[config.mk]
export PLATFORM = sky130hd
export DESIGN_NAME = shift_exec_top
export DESIGN_NICKNAME = d
export VERILOG_FILES = /design/src/cpu_pkg.sv /design/src/cdb_writeback.sv /design/src/shift_exec_top.sv /design/src/shift_issue_queue.sv /design/src/shift_unit.sv
export SDC_FILE = /design/constraint.sdc
export NUM_CORES = 1
export LEC_CHECK = 0
export BUFFER_PORTS_ARGS = -buffer_cell sky130_fd_sc_hd__buf_2
export CORE_ASPECT_RATIO = 0.7
export CORE_MARGIN = 5
export CORE_UTILIZATION = 35
export CTS_CLUSTER_DIAMETER = 150
export DETAILED_ROUTE_END_ITERATION = 16
export SETUP_SLACK_MARGIN = 0.5
export SLEW_MARGIN = 20
export SYNTH_ARGS = -nofsm -noshare
export SYNTH_HDL_FRONTEND = slang
export SYNTH_HIERARCHICAL = 1
export SYNTH_SLANG_ARGS = --single-unit
export TNS_END_PERCENT = 5
[constraint.sdc]
create_clock -name clk -period 3.64 [get_ports clk]
set_input_delay 0.728 -clock clk [delete_from_list [all_inputs] [get_ports clk]]
set_output_delay 0.728 -clock clk [all_outputs]
set_load 0.01 [all_outputs]
[src/cpu_pkg.sv]
/*
 * Shared definitions for the shift execution path: operand and tag widths,
 * issue-queue sizing, ALU operation codes and the packets passed between
 * dispatch, the shift unit and the common data bus.
 */

`default_nettype none

package cpu_pkg;

  // datapath widths
  localparam int XLEN = 32;
  localparam int ROB_BITS = 4;
  localparam int SHAMT_BITS = 5;

  // issue queue sizing
  localparam int QUEUE_DEPTH = 4;
  localparam int QUEUE_PTR_BITS = $clog2(QUEUE_DEPTH);
  localparam int QUEUE_CNT_BITS = $clog2(QUEUE_DEPTH + 1);

  // full ALU opcode space of which only the shifts run here
  typedef enum logic [3:0] {
    ALU_ADD  = 4'd0,
    ALU_SUB  = 4'd1,
    ALU_AND  = 4'd2,
    ALU_OR   = 4'd3,
    ALU_XOR  = 4'd4,
    ALU_SLT  = 4'd5,
    ALU_SLTU = 4'd6,
    ALU_SLL  = 4'd7,
    ALU_SRL  = 4'd8,
    ALU_SRA  = 4'd9
  } alu_op_t;

  // one dispatched operation tagged with its ROB entry
  typedef struct packed {
    logic [ROB_BITS-1:0] rob_entry;
    alu_op_t             alu_op;
    logic [XLEN-1:0]     a;
    // amount sits in the low SHAMT_BITS
    logic [XLEN-1:0]     b;
  } shift_op_t;

  // common data bus packet
  typedef struct packed {
    logic [ROB_BITS-1:0] dest_rob_entry;
    logic [XLEN-1:0]     result;
    logic                branch_result;
    logic                load_step1;
  } cdb_packet_t;

endpackage

`default_nettype wire

[src/cdb_writeback.sv]
/*
 * Writeback holding register between the shift unit and the common data
 * bus. Keeps one packet on the bus until granted and takes the next one
 * in the same cycle as the grant.
 */

`default_nettype none

module cdb_writeback (
  input  logic                 clk,
  input  logic                 reset,
  // from the shift unit
  input  logic                 fu_valid,
  input  cpu_pkg::cdb_packet_t fu_packet,
  output logic                 yumi,
  // common data bus
  output logic                 cdb_valid,
  output cpu_pkg::cdb_packet_t cdb,
  input  logic                 cdb_grant
);
  import cpu_pkg::*;

  cdb_packet_t held;
  logic        full;

  // free slot, or one freed by this cycle's grant
  assign yumi      = fu_valid && (!full || cdb_grant);
  assign cdb_valid = full;
  assign cdb       = held;

  always_ff @(posedge clk) begin
    if (reset) begin
      full <= 1'b0;
    end else if (yumi) begin
      full <= 1'b1;
    end else if (cdb_grant) begin
      // granted with nothing behind it
      full <= 1'b0;
    end
  end

  always_ff @(posedge clk) begin
    if (yumi) begin
      held <= fu_packet;
    end
  end

endmodule

`default_nettype wire

[src/shift_exec_top.sv]
/*
 * Top of the shift execution path: issue queue, iterative shift unit and
 * CDB writeback in a chain. Dispatch enters on the left, results leave
 * on the common data bus in dispatch order.
 */

`default_nettype none

module shift_exec_top (
  input  logic                 clk,
  input  logic                 reset,
  input  logic                 dispatch_valid,
  input  cpu_pkg::shift_op_t   dispatch_op,
  output logic                 dispatch_ready,
  output logic                 cdb_valid,
  output cpu_pkg::cdb_packet_t cdb,
  input  logic                 cdb_grant
);
  import cpu_pkg::*;

  logic        issue_valid;
  shift_op_t   issue_op;
  logic        fu_ready;
  logic        fu_valid;
  cdb_packet_t fu_packet;
  logic        wb_yumi;

  shift_issue_queue shift_issue_queue_i (
    .clk            (clk),
    .reset          (reset),
    .dispatch_valid (dispatch_valid),
    .dispatch_op    (dispatch_op),
    .dispatch_ready (dispatch_ready),
    .issue_valid    (issue_valid),
    .issue_op       (issue_op),
    .fu_ready       (fu_ready)
  );

  shift_unit shift_unit_i (
    .clk       (clk),
    .reset     (reset),
    .valid_in  (issue_valid),
    .op_in     (issue_op),
    .ready     (fu_ready),
    .valid_out (fu_valid),
    .out       (fu_packet),
    .yumi_in   (wb_yumi)
  );

  cdb_writeback cdb_writeback_i (
    .clk       (clk),
    .reset     (reset),
    .fu_valid  (fu_valid),
    .fu_packet (fu_packet),
    .yumi      (wb_yumi),
    .cdb_valid (cdb_valid),
    .cdb       (cdb),
    .cdb_grant (cdb_grant)
  );

endmodule

`default_nettype wire

[src/shift_issue_queue.sv]
/*
 * In-order issue queue for shift operations. Dispatch pushes with
 * valid/ready, the oldest entry is offered to the shift unit and popped
 * on the edge where the unit takes it.
 */

`default_nettype none

module shift_issue_queue (
  input  logic               clk,
  input  logic               reset,
  // dispatch side
  input  logic               dispatch_valid,
  input  cpu_pkg::shift_op_t dispatch_op,
  output logic               dispatch_ready,
  // issue side
  output logic               issue_valid,
  output cpu_pkg::shift_op_t issue_op,
  input  logic               fu_ready
);
  import cpu_pkg::*;

  shift_op_t                 entries [QUEUE_DEPTH];
  logic [QUEUE_PTR_BITS-1:0] rd_ptr;
  logic [QUEUE_PTR_BITS-1:0] wr_ptr;
  logic [QUEUE_CNT_BITS-1:0] count;
  logic                      push;
  logic                      pop;

  // circular pointer advance
  function automatic logic [QUEUE_PTR_BITS-1:0] next_ptr(
    input logic [QUEUE_PTR_BITS-1:0] ptr
  );
    logic [QUEUE_PTR_BITS-1:0] nxt;
    if (ptr == QUEUE_PTR_BITS'(QUEUE_DEPTH - 1)) begin
      nxt = '0;
    end else begin
      nxt = ptr + QUEUE_PTR_BITS'(1);
    end
    return nxt;
  endfunction

  // full and empty come from the count only
  assign dispatch_ready = (count != QUEUE_CNT_BITS'(QUEUE_DEPTH));
  assign issue_valid    = (count != '0);
  assign issue_op       = entries[rd_ptr];

  assign push = dispatch_valid && dispatch_ready;
  assign pop  = issue_valid && fu_ready;

  always_ff @(posedge clk) begin
    if (reset) begin
      rd_ptr <= '0;
      wr_ptr <= '0;
      count  <= '0;
    end else begin
      if (push) begin
        wr_ptr <= next_ptr(wr_ptr);
      end
      if (pop) begin
        rd_ptr <= next_ptr(rd_ptr);
      end
      case ({push, pop})
        2'b10:   count <= count + QUEUE_CNT_BITS'(1);
        2'b01:   count <= count - QUEUE_CNT_BITS'(1);
        default: count <= count;
      endcase
    end
  end

  // entry storage
  always_ff @(posedge clk) begin
    if (push) begin
      entries[wr_ptr] <= dispatch_op;
    end
  end

endmodule

`default_nettype wire

[src/shift_unit.sv]
/*
 * Iterative shift functional unit. Takes one operation in idle, moves the
 * operand one bit per cycle in the shift state, then holds the finished
 * CDB packet in done until the writeback stage takes it with yumi.
 */

`default_nettype none

module shift_unit (
  input  logic                 clk,
  input  logic                 reset,
  // from the issue queue
  input  logic                 valid_in,
  input  cpu_pkg::shift_op_t   op_in,
  output logic                 ready,
  // to writeback
  output logic                 valid_out,
  output cpu_pkg::cdb_packet_t out,
  input  logic                 yumi_in
);
  import cpu_pkg::*;

  typedef enum logic [1:0] {
    s_idle  = 2'b00,
    s_shift = 2'b10,
    s_done  = 2'b11
  } state_t;

  state_t                state;
  state_t                state_next;
  logic [XLEN-1:0]       operand;
  logic [XLEN-1:0]       operand_shifted;
  logic [SHAMT_BITS-1:0] bits_left;
  logic [ROB_BITS-1:0]   rob_tag;
  alu_op_t               op_kind;
  logic                  accept;
  logic                  shift_en;

  assign ready     = (state == s_idle);
  assign valid_out = (state == s_done);
  assign accept    = ready && valid_in;
  // a zero amount still spends one cycle here but never moves
  assign shift_en  = (state == s_shift) && (bits_left != '0);

  // one-bit step for the latched operation
  always_comb begin
    case (op_kind)
      ALU_SLL: operand_shifted = {operand[XLEN-2:0], 1'b0};
      ALU_SRA: operand_shifted = {operand[XLEN-1], operand[XLEN-1:1]};
      default: operand_shifted = {1'b0, operand[XLEN-1:1]};
    endcase
  end

  always_comb begin
    case (state)
      s_idle: begin
        state_next = valid_in ? s_shift : s_idle;
      end
      s_shift: begin
        // last step is the one taken with one bit left
        state_next = (bits_left <= SHAMT_BITS'(1)) ? s_done : s_shift;
      end
      s_done: begin
        state_next = yumi_in ? s_idle : s_done;
      end
      default: begin
        state_next = s_idle;
      end
    endcase
  end

  always_ff @(posedge clk) begin
    if (reset) begin
      state <= s_idle;
    end else begin
      state <= state_next;
    end
  end

  // operand, counter and latched tag
  always_ff @(posedge clk) begin
    if (accept) begin
      operand   <= op_in.a;
      bits_left <= op_in.b[SHAMT_BITS-1:0];
      rob_tag   <= op_in.rob_entry;
      op_kind   <= op_in.alu_op;
    end else if (shift_en) begin
      operand   <= operand_shifted;
      bits_left <= bits_left - SHAMT_BITS'(1);
    end
  end

  // no branch or load results from this unit
  assign out.dest_rob_entry = rob_tag;
  assign out.result         = operand;
  assign out.branch_result  = 1'b0;
  assign out.load_step1     = 1'b0;

endmodule

`default_nettype wire

# Word level (Yosys, flattened, before mapping)
# Memories as Yosys holds them, arrays and structs flattened. A register that Yosys moved wholly into a read port is not among the register bits.
# Cells that the tools add are included.
[totals] out_inout_bits=40 ff_bits=91 mem_bits_rw=288 memories=1 in_bits=76
[op_classes] n_lt_le_gt_ge=1 n_reduce_logical=13 eq_ne=10 addsub=5 muxes=18
[memory_table] name="shift_issue_queue_i.entries" depth=4 width=72 rd=1 rd_clocked_by_memory_dff=1 wr=1 line_no="shift_issue_queue.sv:23" source="shift_op_t entries [QUEUE_DEPTH];"
[ops] op="32-bit 2-to-1 mux" n=2
[ops] op="32-bit case mux with 2 select lines" n=1
[ops] op="2-bit 2-to-1 mux" n=6
[ops] op="2-bit equality test (second input constant)" n=5
[ops] op="5-bit 2-to-1 mux" n=2
[ops] op="2-bit case mux with 3 select lines" n=1
[ops] op="3-bit case mux with 2 select lines" n=1
[ops] op="2-bit nonzero test" n=3
[ops] op="5-bit by 1-bit <= comparator with 1-bit output (second input constant)" n=1
[ops] op="1-bit 2-to-1 mux" n=5
[ops] op="5-bit nonzero test" n=1
[ops] op="5-bit by 1-bit subtractor with 5-bit output (second input constant)" n=1
[ops] op="2-bit by 1-bit adder with 2-bit output (second input constant)" n=2
[ops] op="4-bit by 3-bit equality test with 1-bit output (second input constant)" n=1
[ops] op="4-bit equality test (second input constant)" n=1
[ops] op="1-bit logical AND" n=4
[ops] op="3-bit by 1-bit adder with 3-bit output (second input constant)" n=1
[ops] op="3-bit != test (second input constant)" n=1
[ops] op="3-bit nonzero test" n=1
[ops] op="3-bit by 1-bit subtractor with 3-bit output (second input constant)" n=1
[ops] op="2-bit by 1-bit equality test with 1-bit output (second input constant)" n=1
[ops] op="2-bit zero test" n=1
[ops] op="2-bit != test (second input constant)" n=1
[ops] op="2-bit AND reduction" n=1
[ops] op="2 further kinds" n=2

# Longest topological paths before layout
# Gate-level depths: netlist (run 1).
[depth] ltp_word=5 ltp_mapped=9 depth_no_buf=9

# By module
# Netlist (run 1), hierarchy kept.
[modules_own_cells] module="shift_issue_queue" area_each_um2=10882.9 seq_area_each_um2=8828.5 instances=1 cells_each=428
[modules_own_cells] module="shift_unit" area_each_um2=2333.5 seq_area_each_um2=1391.3 instances=1 cells_each=195
[modules_own_cells] module="cdb_writeback" area_each_um2=1196.1 seq_area_each_um2=1161.1 instances=1 cells_each=43

# Worst setup path before layout (run 1)
# OpenSTA, ideal clock, no wires.
[synth_path] path_kind="input-to-reg" startpoint="input dispatch_valid" endpoint="memory shift_issue_queue_i/entries[1][0] (netlist bit) (enable)" required_time_ps=3201 setup_time_ps=439 stages=1 path_buffers=0 setup_slack_ps=749 arrival_ps=2452 cell_sequence="and3_1"
[synth_via] elab_chain_len=3
[synth_rtl] item="start, declared" line_no="shift_exec_top.sv:12" source="input logic dispatch_valid,"
[synth_rtl] item="1-bit logical AND" line_no="shift_issue_queue.sv:48" source="assign push = dispatch_valid && dispatch_ready;"
[synth_rtl] item="1-bit 2-to-1 mux" line_no="shift_issue_queue.sv:73" source="if (push) begin"
[synth_rtl] item="1-bit 2-to-1 mux (implied by the code)" line_no="shift_issue_queue.sv:74" source="entries[wr_ptr] <= dispatch_op;"
[synth_rtl] item="end, declared" line_no="shift_issue_queue.sv:23"
# No other way between the ends.

# Worst setup path after layout (run 1)
[layout_path] startpoint="register shift_issue_queue_i.count[1]" endpoint="register shift_unit_i.operand[5] (enable)"
[layout_via] elab_chain_len=3
[layout_rtl] item="start, declared" line_no="shift_issue_queue.sv:26" source="logic [QUEUE_CNT_BITS-1:0] count;"
[layout_rtl] item="start signal, assigned" line_no="shift_issue_queue.sv:64" source="2'b10: count <= count + QUEUE_CNT_BITS'(1);"
[layout_rtl] item="start signal, assigned" line_no="shift_issue_queue.sv:65" source="2'b01: count <= count - QUEUE_CNT_BITS'(1);"
[layout_rtl] item="start signal, assigned" line_no="shift_issue_queue.sv:66" source="default: count <= count;"
[layout_rtl] item="3-bit nonzero test" line_no="shift_issue_queue.sv:45" source="assign issue_valid = (count != '0);"
[layout_rtl] item="named net issue_valid" line_no="shift_exec_top.sv:21" source="logic issue_valid;"
[layout_rtl] item="1-bit logical AND" line_no="shift_unit.sv:41" source="assign accept = ready && valid_in;"
[layout_rtl] item="2-bit nonzero test (no line)"
[layout_rtl] item="end signal, assigned" line_no="shift_unit.sv:83" source="operand <= op_in.a;"
[layout_rtl] item="end signal, assigned" line_no="shift_unit.sv:88" source="operand <= operand_shifted;"
[layout_rtl] item="end, declared" line_no="shift_unit.sv:31" source="logic [XLEN-1:0] operand;"
# The timed path passes the listed nets, and every way through them passes these cells.
# A chain may end at the register's enable or synchronous reset.

==> impl_metrics.yaml, run 1 <==
outcome:
  status: "completed"
place:
  place_hpwl_um: 11800
  placed_area_mm2: 0.0114
  portBuffers: 88
  gp_congestion: 0.728
  place_ws_ns: 1.11
layout:
  final_common_cell: "edfxtp_1"
  layout-drive-gt1-share: 0.303
  fill_cells: 2627
  area_delta_synth_final_pct: 16.4
  final_core_util: 0.411
  num_antenna_cells: 0
  num-nets-final: 712
  design_area_mm2: 0.0123
  mostFrequentLayoutCells: "edfxtp_1, buf_2, mux4_2"
critical_path:
  path_max_fanout: 36
  crit_path_start: "shift_issue_queue_i/count[1]$_SDFFE_PP0P_"
  r2r-end: "shift_unit_i/operand[5]$_DFFE_PP_"
  slowest_delay_ns: 0.69
  crit_chain: "or3_2 > or3b_1 > nand2_2"
  cp_data_required_time_ns: 3.68
  path_class: "register to register"
  crit_family: "simple AND/OR/NAND/NOR gates"
  r2r_slack_ns: 1.12
  rr_startpoint: "shift_issue_queue_i/count[1]$_SDFFE_PP0P_"
  critPathBufInv: 0
  endpoint_kind: "register"
  reg2regPathDepth: 3
  startpoint_type: "register"
  crit_cells: 3
  cp_slowest_cell: "nand2_2"
  cp.arrival_ns: 2.56
  crit_end: "shift_unit_i/operand[5]$_DFFE_PP_"
pwr:
  p_leak_nw: 4.25
  p_per_area_mw_per_mm2: 784
  max-vdd-ir-drop_uv: 373
hold_path:
  min_path_cells: 1
  min_path_type: "input pin to register"
global_routing:
  grt_pass1_wl_um: 30600
  overflow: 0
  antenna_found_initial: 2
  grtUsageTotal: 0.115
  grt_max_degree: 78
  grt_pass1_vias: 5396
clock_network:
  path_clk_slew_ns: 0.06
  cts_buffers: 28
  cts-htree-levels: 1
  postCtsResizedCells: 0
  post_cts_buffers: 0
  cts.sinks: 275
  clkLatencyLatePin_ns: 0.53
  clk_path_buf_depth: 3
  ctsHoldBuffers: 0
  clock-root-buffer: "clkbuf_16"
  cts_tree: "built"
die:
  pin_count: 116
  die_w_um: 217
  core_area_mm2: 0.0298
  fp.dieArea_mm2: 0.0337
  die_height_um: 155
  initial_core_util: 0.353
  fp-row-count: 53
timing:
  fin_crit_ns: 2.52
  whs_ns: 0.408
  min_period_over_period: 0.691
  clock_skew_ns: 0.0144
  rsz0062_at_grt: "false"
  slew_headroom: 0.344
  tightest_slew_ns: 0.980
  hold_violations: 0
  fin_tns_setup_ns: 0
  max_freq_mhz: 398
  slew_violations: 0
  final.setup.worst_slack_ns: 1.12
  setup_viol: 0
logic_synthesis:
  synth-warning-count: 6
  synthCells: 527
  synth.avg_cell_area_um2: 20.0
  syn_area_mm2: 0.0105
detailed_routing:
  ant_nets: 0
  avgViaCountPerCell: 4.80
  post_drt_wl_per_cell_um: 18.7
  drc_errors: 0
  wirelength_um: 19300
  first_iter_violations: 238
  dr_total_vias: 4948
  dr.pass1.iters: 4
job:
  cap_violations: 0
==> metrics by stage <==
| step | std cells | total power, mW |
|---|---|---|
| 2_1_floorplan | 528 | 6.45 |
| 3_3_place_gp | 981 | 6.89 |
| 3_5_place_dp | 981 | 6.98 |
| 4_1_cts | 1031 | 9.74 |
| 5_1_grt | 1031 | 10.2 |
| 6_report | 1031 | 9.60 |
==> where the power goes <==
part | switching [mW] | internal, mW
logic | 1.14 | 0.887
clock network | 1.13 | 1.62
registers | 0.420 | 4.41
==> sequential cells by signal, summed over array words and instances, names as in the netlist, named ones only <==
signal / count
shift_issue_queue_i/entries: 180
cdb_writeback_i/cdb: 38
shift_unit_i/operand: 32
shift_unit_i/bits_left: 5
shift_unit_i/op_kind: 4
shift_unit_i/rob_tag: 4
shift_issue_queue_i/count: 3
shift_issue_queue_i/rd_ptr: 2
shift_issue_queue_i/wr_ptr: 2
shift_unit_i/state: 2
cdb_writeback_i/cdb_valid: 1
==> layout make-up <==
class,count,area (um^2),area share
Timing Repair Buffer,95,531,0.0433
Clock inverter,19,185,0.0151
Sequential cell,275,8140,0.664
Multi-Input combinational cell,214,2140,0.175
Inverter,12,57.6,0.00470
Tap cell,385,482,0.0393
Clock buffer,31,712,0.0581
==> routing by layer <==
metal,global-route usage,wire (um),up-vias
met5,0,27,-
met4,0.0256,414,4
met3,0.0284,1060,30
met2,0.199,9640,115
met1,0.149,8140,2524
li1,-,-,2275
==> worst min-delay path by stage <==
stage,startpoint,endpoint
after detailed placement,shift_unit_i/rob_tag[1]$_DFFE_PP_,cdb_writeback_i/cdb[35]$_DFFE_PP_
after CTS,dispatch_op[57],shift_issue_queue_i/entries[3][57]$_DFFE_PP_
after global routing,dispatch_op[57],shift_issue_queue_i/entries[3][57]$_DFFE_PP_
after global placement,shift_unit_i/rob_tag[3]$_DFFE_PP_,cdb_writeback_i/cdb[37]$_DFFE_PP_
after floorplan,shift_unit_i/rob_tag[0]$_DFFE_PP_,cdb_writeback_i/cdb[34]$_DFFE_PP_
final,dispatch_op[57],shift_issue_queue_i/entries[3][57]$_DFFE_PP_
No activity file was read; power rests on OpenSTA's default activity.
==> inputs of run 2 (changes only) <==
==> constraint.sdc (replaced) <==
create_clock -name clk -period 2.1 [get_ports clk]
set_input_delay 0.42 -clock clk [delete_from_list [all_inputs] [get_ports clk]]
set_output_delay 0.42 -clock clk [all_outputs]
set_load 0.01 [all_outputs]
==> impl_metrics.yaml, run 2 (synthesis results as in run 1) <==
layout:
  largest_reg_flops: 180
  num_antenna_cells: 0
  final_core_util: 0.436
  fill_cells: 2562
  area_delta_synth_final_pct: 23.4
  largest_register: "shift_issue_queue_i/entries"
  final_common_cell: "edfxtp_1"
  num-nets-final: 748
  design_area_mm2: 0.0130
  mostFrequentLayoutCells: "edfxtp_1, buf_2, mux4_2"
  layout-drive-gt1-share: 0.384
detailed_routing:
  wirelength_um: 21300
  dr_total_vias: 5147
  first_iter_violations: 257
  avgViaCountPerCell: 4.82
  dr.pass1.iters: 4
  ant_nets: 0
  drc_errors: 0
  post_drt_wl_per_cell_um: 19.9
clock_network:
  cts.sinks: 275
  cts_tree: "built"
  ctsHoldBuffers: 0
  clk_path_buf_depth: 3
  cts_buffers: 29
  cts-htree-levels: 1
  path_clk_slew_ns: 0.06
  clock-root-buffer: "clkbuf_16"
  clkLatencyLatePin_ns: 0.54
critical_path:
  reg2regPathDepth: 8
  endpoint_kind: "register"
  path_class: "register to register"
  startpoint_type: "register"
  cp.arrival_ns: 2.54
  cp_data_required_time_ns: 2.56
  path_max_fanout: 3
timing:
  fin_crit_ns: 2.08
  rsz0062_at_grt: "true"
  max_freq_mhz: 482
  slew_headroom: 0.669
  hold_violations: 0
  clock_skew_ns: 0.0201
  slew_violations: 0
  whs_ns: 0.0898
  setup_viol: 0
  final.setup.worst_slack_ns: 0.0243
  min_period_over_period: 0.988
  tightest_slew_ns: 0.489
pwr:
  p_per_area_mw_per_mm2: 1450
  p_comb_frac: 0.302
  switchingPower_mw: 5.46
  total_power_mw: 18.9
  switching_share: 0.289
  p_int_mw: 13.4
  p_leak_nw: 4.59
  clkPwrFrac: 0.265
  seqPwrFrac: 0.433
  max-vdd-ir-drop_uv: 561
outcome:
  status: "completed"
place:
  placed_area_mm2: 0.0116
  place_hpwl_um: 12100
  place_ws_ns: 0.0275
  portBuffers: 88
  gp_congestion: 0.780
global_routing:
  grt_max_degree: 46
  grt_pass1_vias: 5418
  overflow: 0
  grtUsageTotal: 0.121
  antenna_found_initial: 1
  grt_pass1_wl_um: 31700
die:
  pin_count: 116
  die_height_um: 155
  fp.dieArea_mm2: 0.0337
  fp-row-count: 53
  die_w_um: 217
  core_area_mm2: 0.0298
  initial_core_util: 0.353
hold_path:
  min_path_type: "input pin to register"
  min_path_cells: 1
job:
  cap_violations: 0
[run 2: cell types whose count changed in the layout (fill, tap and decap cells not counted), moves of 4 or more]
cell	previous run	this run
and3_2	4	0
and3_4	0	4
buf_12	3	10
buf_16	0	6
buf_4	4	15
buf_6	0	5
clkinv_2	4	8
dfxtp_1	10	5
dfxtp_2	1	5
o21ai_0	35	24
o21ai_2	1	8
[run 2: through the flow]
step / TNS (ns) / std cells
finish: 0 / 1068
global route: -0.128 / 1068
CTS: 0 / 1061
detailed placement: 0 / 993
global placement: 0 / 993
floorplan: 0 / 528
[run 2: what timing repair did]
item / CTS / global route
gates resized for setup: 27 / 35
gates cloned: 5 / 2
hold endpoints to repair: 0 / 0
buffers inserted: 11 / 5
setup endpoints to repair: 267 / 290
pin swaps: 6 / 7
[run 2: final cells by class]
cell class / count / area (um^2) / share of cell area
Sequential cell: 275 / 8150 / 0.627
Clock buffer: 31 / 733 / 0.0564
Tap cell: 385 / 482 / 0.0371
Multi-Input combinational cell: 216 / 2320 / 0.178
Inverter: 12 / 57.6 / 0.00443
Timing Repair inverter: 2 / 20.0 / 0.00154
Clock inverter: 21 / 208 / 0.0160
Timing Repair Buffer: 126 / 1030 / 0.0794
[run 2: path summary, 6_finish.rpt]
kind	from	end	slack [ns]
worst min register to register	shift_unit_i/rob_tag[1]$_DFFE_PP_	cdb_writeback_i/cdb[35]$_DFFE_PP_	0.42
worst max-delay path	shift_issue_queue_i/count[0]$_SDFFE_PP0P_	shift_issue_queue_i/count[2]$_SDFFE_PP0P_	0.02
worst min-delay path	dispatch_op[49]	shift_issue_queue_i/entries[3][49]$_DFFE_PP_	0.09
worst max register to register	shift_issue_queue_i/count[0]$_SDFFE_PP0P_	shift_issue_queue_i/count[2]$_SDFFE_PP0P_	0.02
[run 2: metal layers]
metal / track usage / share of wire / vias to the layer above
met5: 0 / 0.00056 / -
met4: 0.0307 / 0.023 / 2
met3: 0.0284 / 0.046 / 40
met2: 0.203 / 0.48 / 109
met1: 0.162 / 0.45 / 2636
li1: - / - / 2360
[run 2: power groups by stage]
stage / Clock, mW / Sequential, mW / Combinational (mW)
after global routing: 5.38 / 8.29 / 6.19
after CTS: 5.14 / 8.20 / 5.19
after detailed placement: 0 / 8.31 / 4.27
after floorplan: 0 / 8.03 / 3.24
after global placement: 0 / 8.26 / 4.18
final: 5.00 / 8.18 / 5.70
[run 2: critical path, stage by stage (launching register included)]
cell	delay [ns]
dfxtp_4	0.35
or3b_4	0.40
nand2_4	0.10
ha_4	0.14
inv_2	0.03
fa_2	0.35
xor2_2	0.17
or3_4	0.33
a21oi_2	0.13
==> inputs of run 3 (changes only) <==
--- a/config.mk
+++ b/config.mk
@@ -8,10 +8,12 @@
 export BUFFER_PORTS_ARGS = -buffer_cell sky130_fd_sc_hd__buf_2
 export CORE_ASPECT_RATIO = 0.7
 export CORE_MARGIN = 5
-export CORE_UTILIZATION = 35
+export CORE_UTILIZATION = 45
 export CTS_CLUSTER_DIAMETER = 150
 export DETAILED_ROUTE_END_ITERATION = 16
+export PLACE_DENSITY = 0.65
 export SETUP_SLACK_MARGIN = 0.5
+export SKIP_CTS_REPAIR_TIMING = 1
 export SLEW_MARGIN = 20
 export SYNTH_ARGS = -nofsm -noshare
 export SYNTH_HDL_FRONTEND = slang
==> impl_metrics.yaml, run 3 (synthesis results as in run 1) <==
global_routing:
  grtUsageTotal: 0.144
  grt_pass1_wl_um: 29300
  grt_max_degree: 46
  overflow: 0
  antenna_found_initial: 4
  grt_pass1_vias: 5229
clock_network:
  clkLatencyLatePin_ns: 0.52
  cts_tree: "built"
  clock-root-buffer: "clkbuf_16"
  cts-htree-levels: 1
  cts_buffers: 27
  clk_path_buf_depth: 3
  cts.sinks: 275
  path_clk_slew_ns: 0.06
pwr:
  switching_share: 0.282
  total_power_mw: 18.0
  clkPwrFrac: 0.267
  p_per_area_mw_per_mm2: 1420
  p_int_mw: 12.9
  max-vdd-ir-drop_uv: 897
  p_leak_nw: 4.44
  p_comb_frac: 0.277
  seqPwrFrac: 0.456
  switchingPower_mw: 5.07
detailed_routing:
  dr_total_vias: 5102
  first_iter_violations: 290
  ant_nets: 0
  post_drt_wl_per_cell_um: 20.2
  dr.pass1.iters: 4
  avgViaCountPerCell: 5.21
  drc_errors: 0
  wirelength_um: 19800
job:
  cap_violations: 0
critical_path:
  endpoint_kind: "register"
  rr_startpoint: "shift_issue_queue_i/count[1]$_SDFFE_PP0P_"
  r2r-end: "shift_issue_queue_i/count[2]$_SDFFE_PP0P_"
  reg2regPathDepth: 8
  cp_data_required_time_ns: 2.54
  path_class: "register to register"
  startpoint_type: "register"
  path_max_fanout: 4
  r2r_slack_ns: 0.00008
  cp.arrival_ns: 2.54
layout:
  largest_reg_flops: 180
  largest_register: "shift_issue_queue_i/entries"
  final_common_cell: "edfxtp_1"
  design_area_mm2: 0.0126
  area_delta_synth_final_pct: 19.9
  fin_cells: 979
  mostFrequentLayoutCells: "edfxtp_1, buf_2, mux4_2"
  final_core_util: 0.553
  num-nets-final: 734
  num_antenna_cells: 0
  layout-drive-gt1-share: 0.361
timing:
  clock_skew_ns: 0.00684
  final.setup.worst_slack_ns: 0.0000795
  hold_violations: 0
  fin_crit_ns: 2.10
  setup_viol: 0
  slew_violations: 0
  slew_headroom: 0.597
  rsz0062_at_grt: "true"
  max_freq_mhz: 476
  tightest_slew_ns: 0.605
  min_period_over_period: 1.00
die:
  core_area_mm2: 0.0228
  die_w_um: 193
  die_height_um: 138
  fp-row-count: 46
  fp.dieArea_mm2: 0.0266
  initial_core_util: 0.461
  pin_count: 116
place:
  place_hpwl_um: 11500
  dp_cells: 915
  place_ws_ns: -0.0672
  gp_congestion: 0.709
  portBuffers: 88
  placed_area_mm2: 0.0114
hold_path:
  whs_endpoint: "shift_issue_queue_i/entries[2][70]$_DFFE_PP_"
  min_path_cells: 1
  worst_hold_startpoint: "dispatch_op[70]"
  min_path_type: "input pin to register"
outcome:
  status: "completed"
## run 3: cell types whose count changed in the layout (fill, tap and decap cells not counted), sizes merged
cell / delta
buf: -12
bufbuf: -1
clkbuf: +10
clkinv: -12
clkinvlp: +1
bufinv: -1
inv: -1
## run 3: how the worst max path moves through the flow
stage,start,end,slack [ns],cells past startpoint
2_1_floorplan,shift_issue_queue_i/count[0]$_SDFFE_PP0P_,shift_issue_queue_i/count[2]$_SDFFE_PP0P_,0.02,9
3_3_place_gp,shift_issue_queue_i/count[0]$_SDFFE_PP0P_,shift_issue_queue_i/count[2]$_SDFFE_PP0P_,0.05,8
3_5_place_dp,shift_issue_queue_i/count[0]$_SDFFE_PP0P_,shift_issue_queue_i/count[2]$_SDFFE_PP0P_,-0.07,8
4_1_cts,shift_issue_queue_i/count[0]$_SDFFE_PP0P_,shift_issue_queue_i/count[2]$_SDFFE_PP0P_,-0.08,8
5_1_grt,shift_issue_queue_i/count[2]$_SDFFE_PP0P_,shift_issue_queue_i/count[2]$_SDFFE_PP0P_,-0.05,8
6_report,shift_issue_queue_i/count[1]$_SDFFE_PP0P_,shift_issue_queue_i/count[2]$_SDFFE_PP0P_,0.00008,8
## run 3: metal layers
layer / up-vias / wire (um) / GRT usage
li1: 2337 / - / -
met1: 2594 / 8760 / 0.201
met2: 124 / 9270 / 0.232
met3: 39 / 1320 / 0.0352
met4: 8 / 348 / 0.0309
met5: - / 48 / 0
## run 3: power by group through the flow
stage / Clock (mW) / Combinational [mW] / Sequential (mW)
floorplan: 0 / 3.24 / 8.03
global placement: 0 / 3.99 / 8.27
detailed placement: 0 / 4.11 / 8.32
CTS: 4.90 / 4.12 / 8.21
global route: 5.16 / 5.43 / 8.33
finish: 4.79 / 4.98 / 8.21
## run 3: cell type report
class | count | area [um^2]
fill | 1738 | 10200
sequential | 275 | 8150
multi-input combinational | 216 | 2280
timing repair buffer | 115 | 841
clock buffer | 39 | 771
tap | 312 | 390
clock inverter | 9 | 125
inverter | 12 | 60.1
timing repair inverter | 1 | 8.76
## run 3: critical path, stage by stage, from the launching register on
cell     delay [ns]
dfxtp_2        0.34
or3b_4         0.42
nand2_4        0.10
ha_4           0.14
inv_2          0.03
fa_2           0.35
xor2_2         0.16
or3_4          0.34
a21oi_2        0.16
## run 3: stage by stage
stage	hold WS (ns)	TNS (ns)
global placement	0.407	0
global route	0.0927	-0.0547
finish	0.115	0
floorplan	0.400	0
CTS	0.0919	-0.0812
detailed placement	0.406	-0.0672
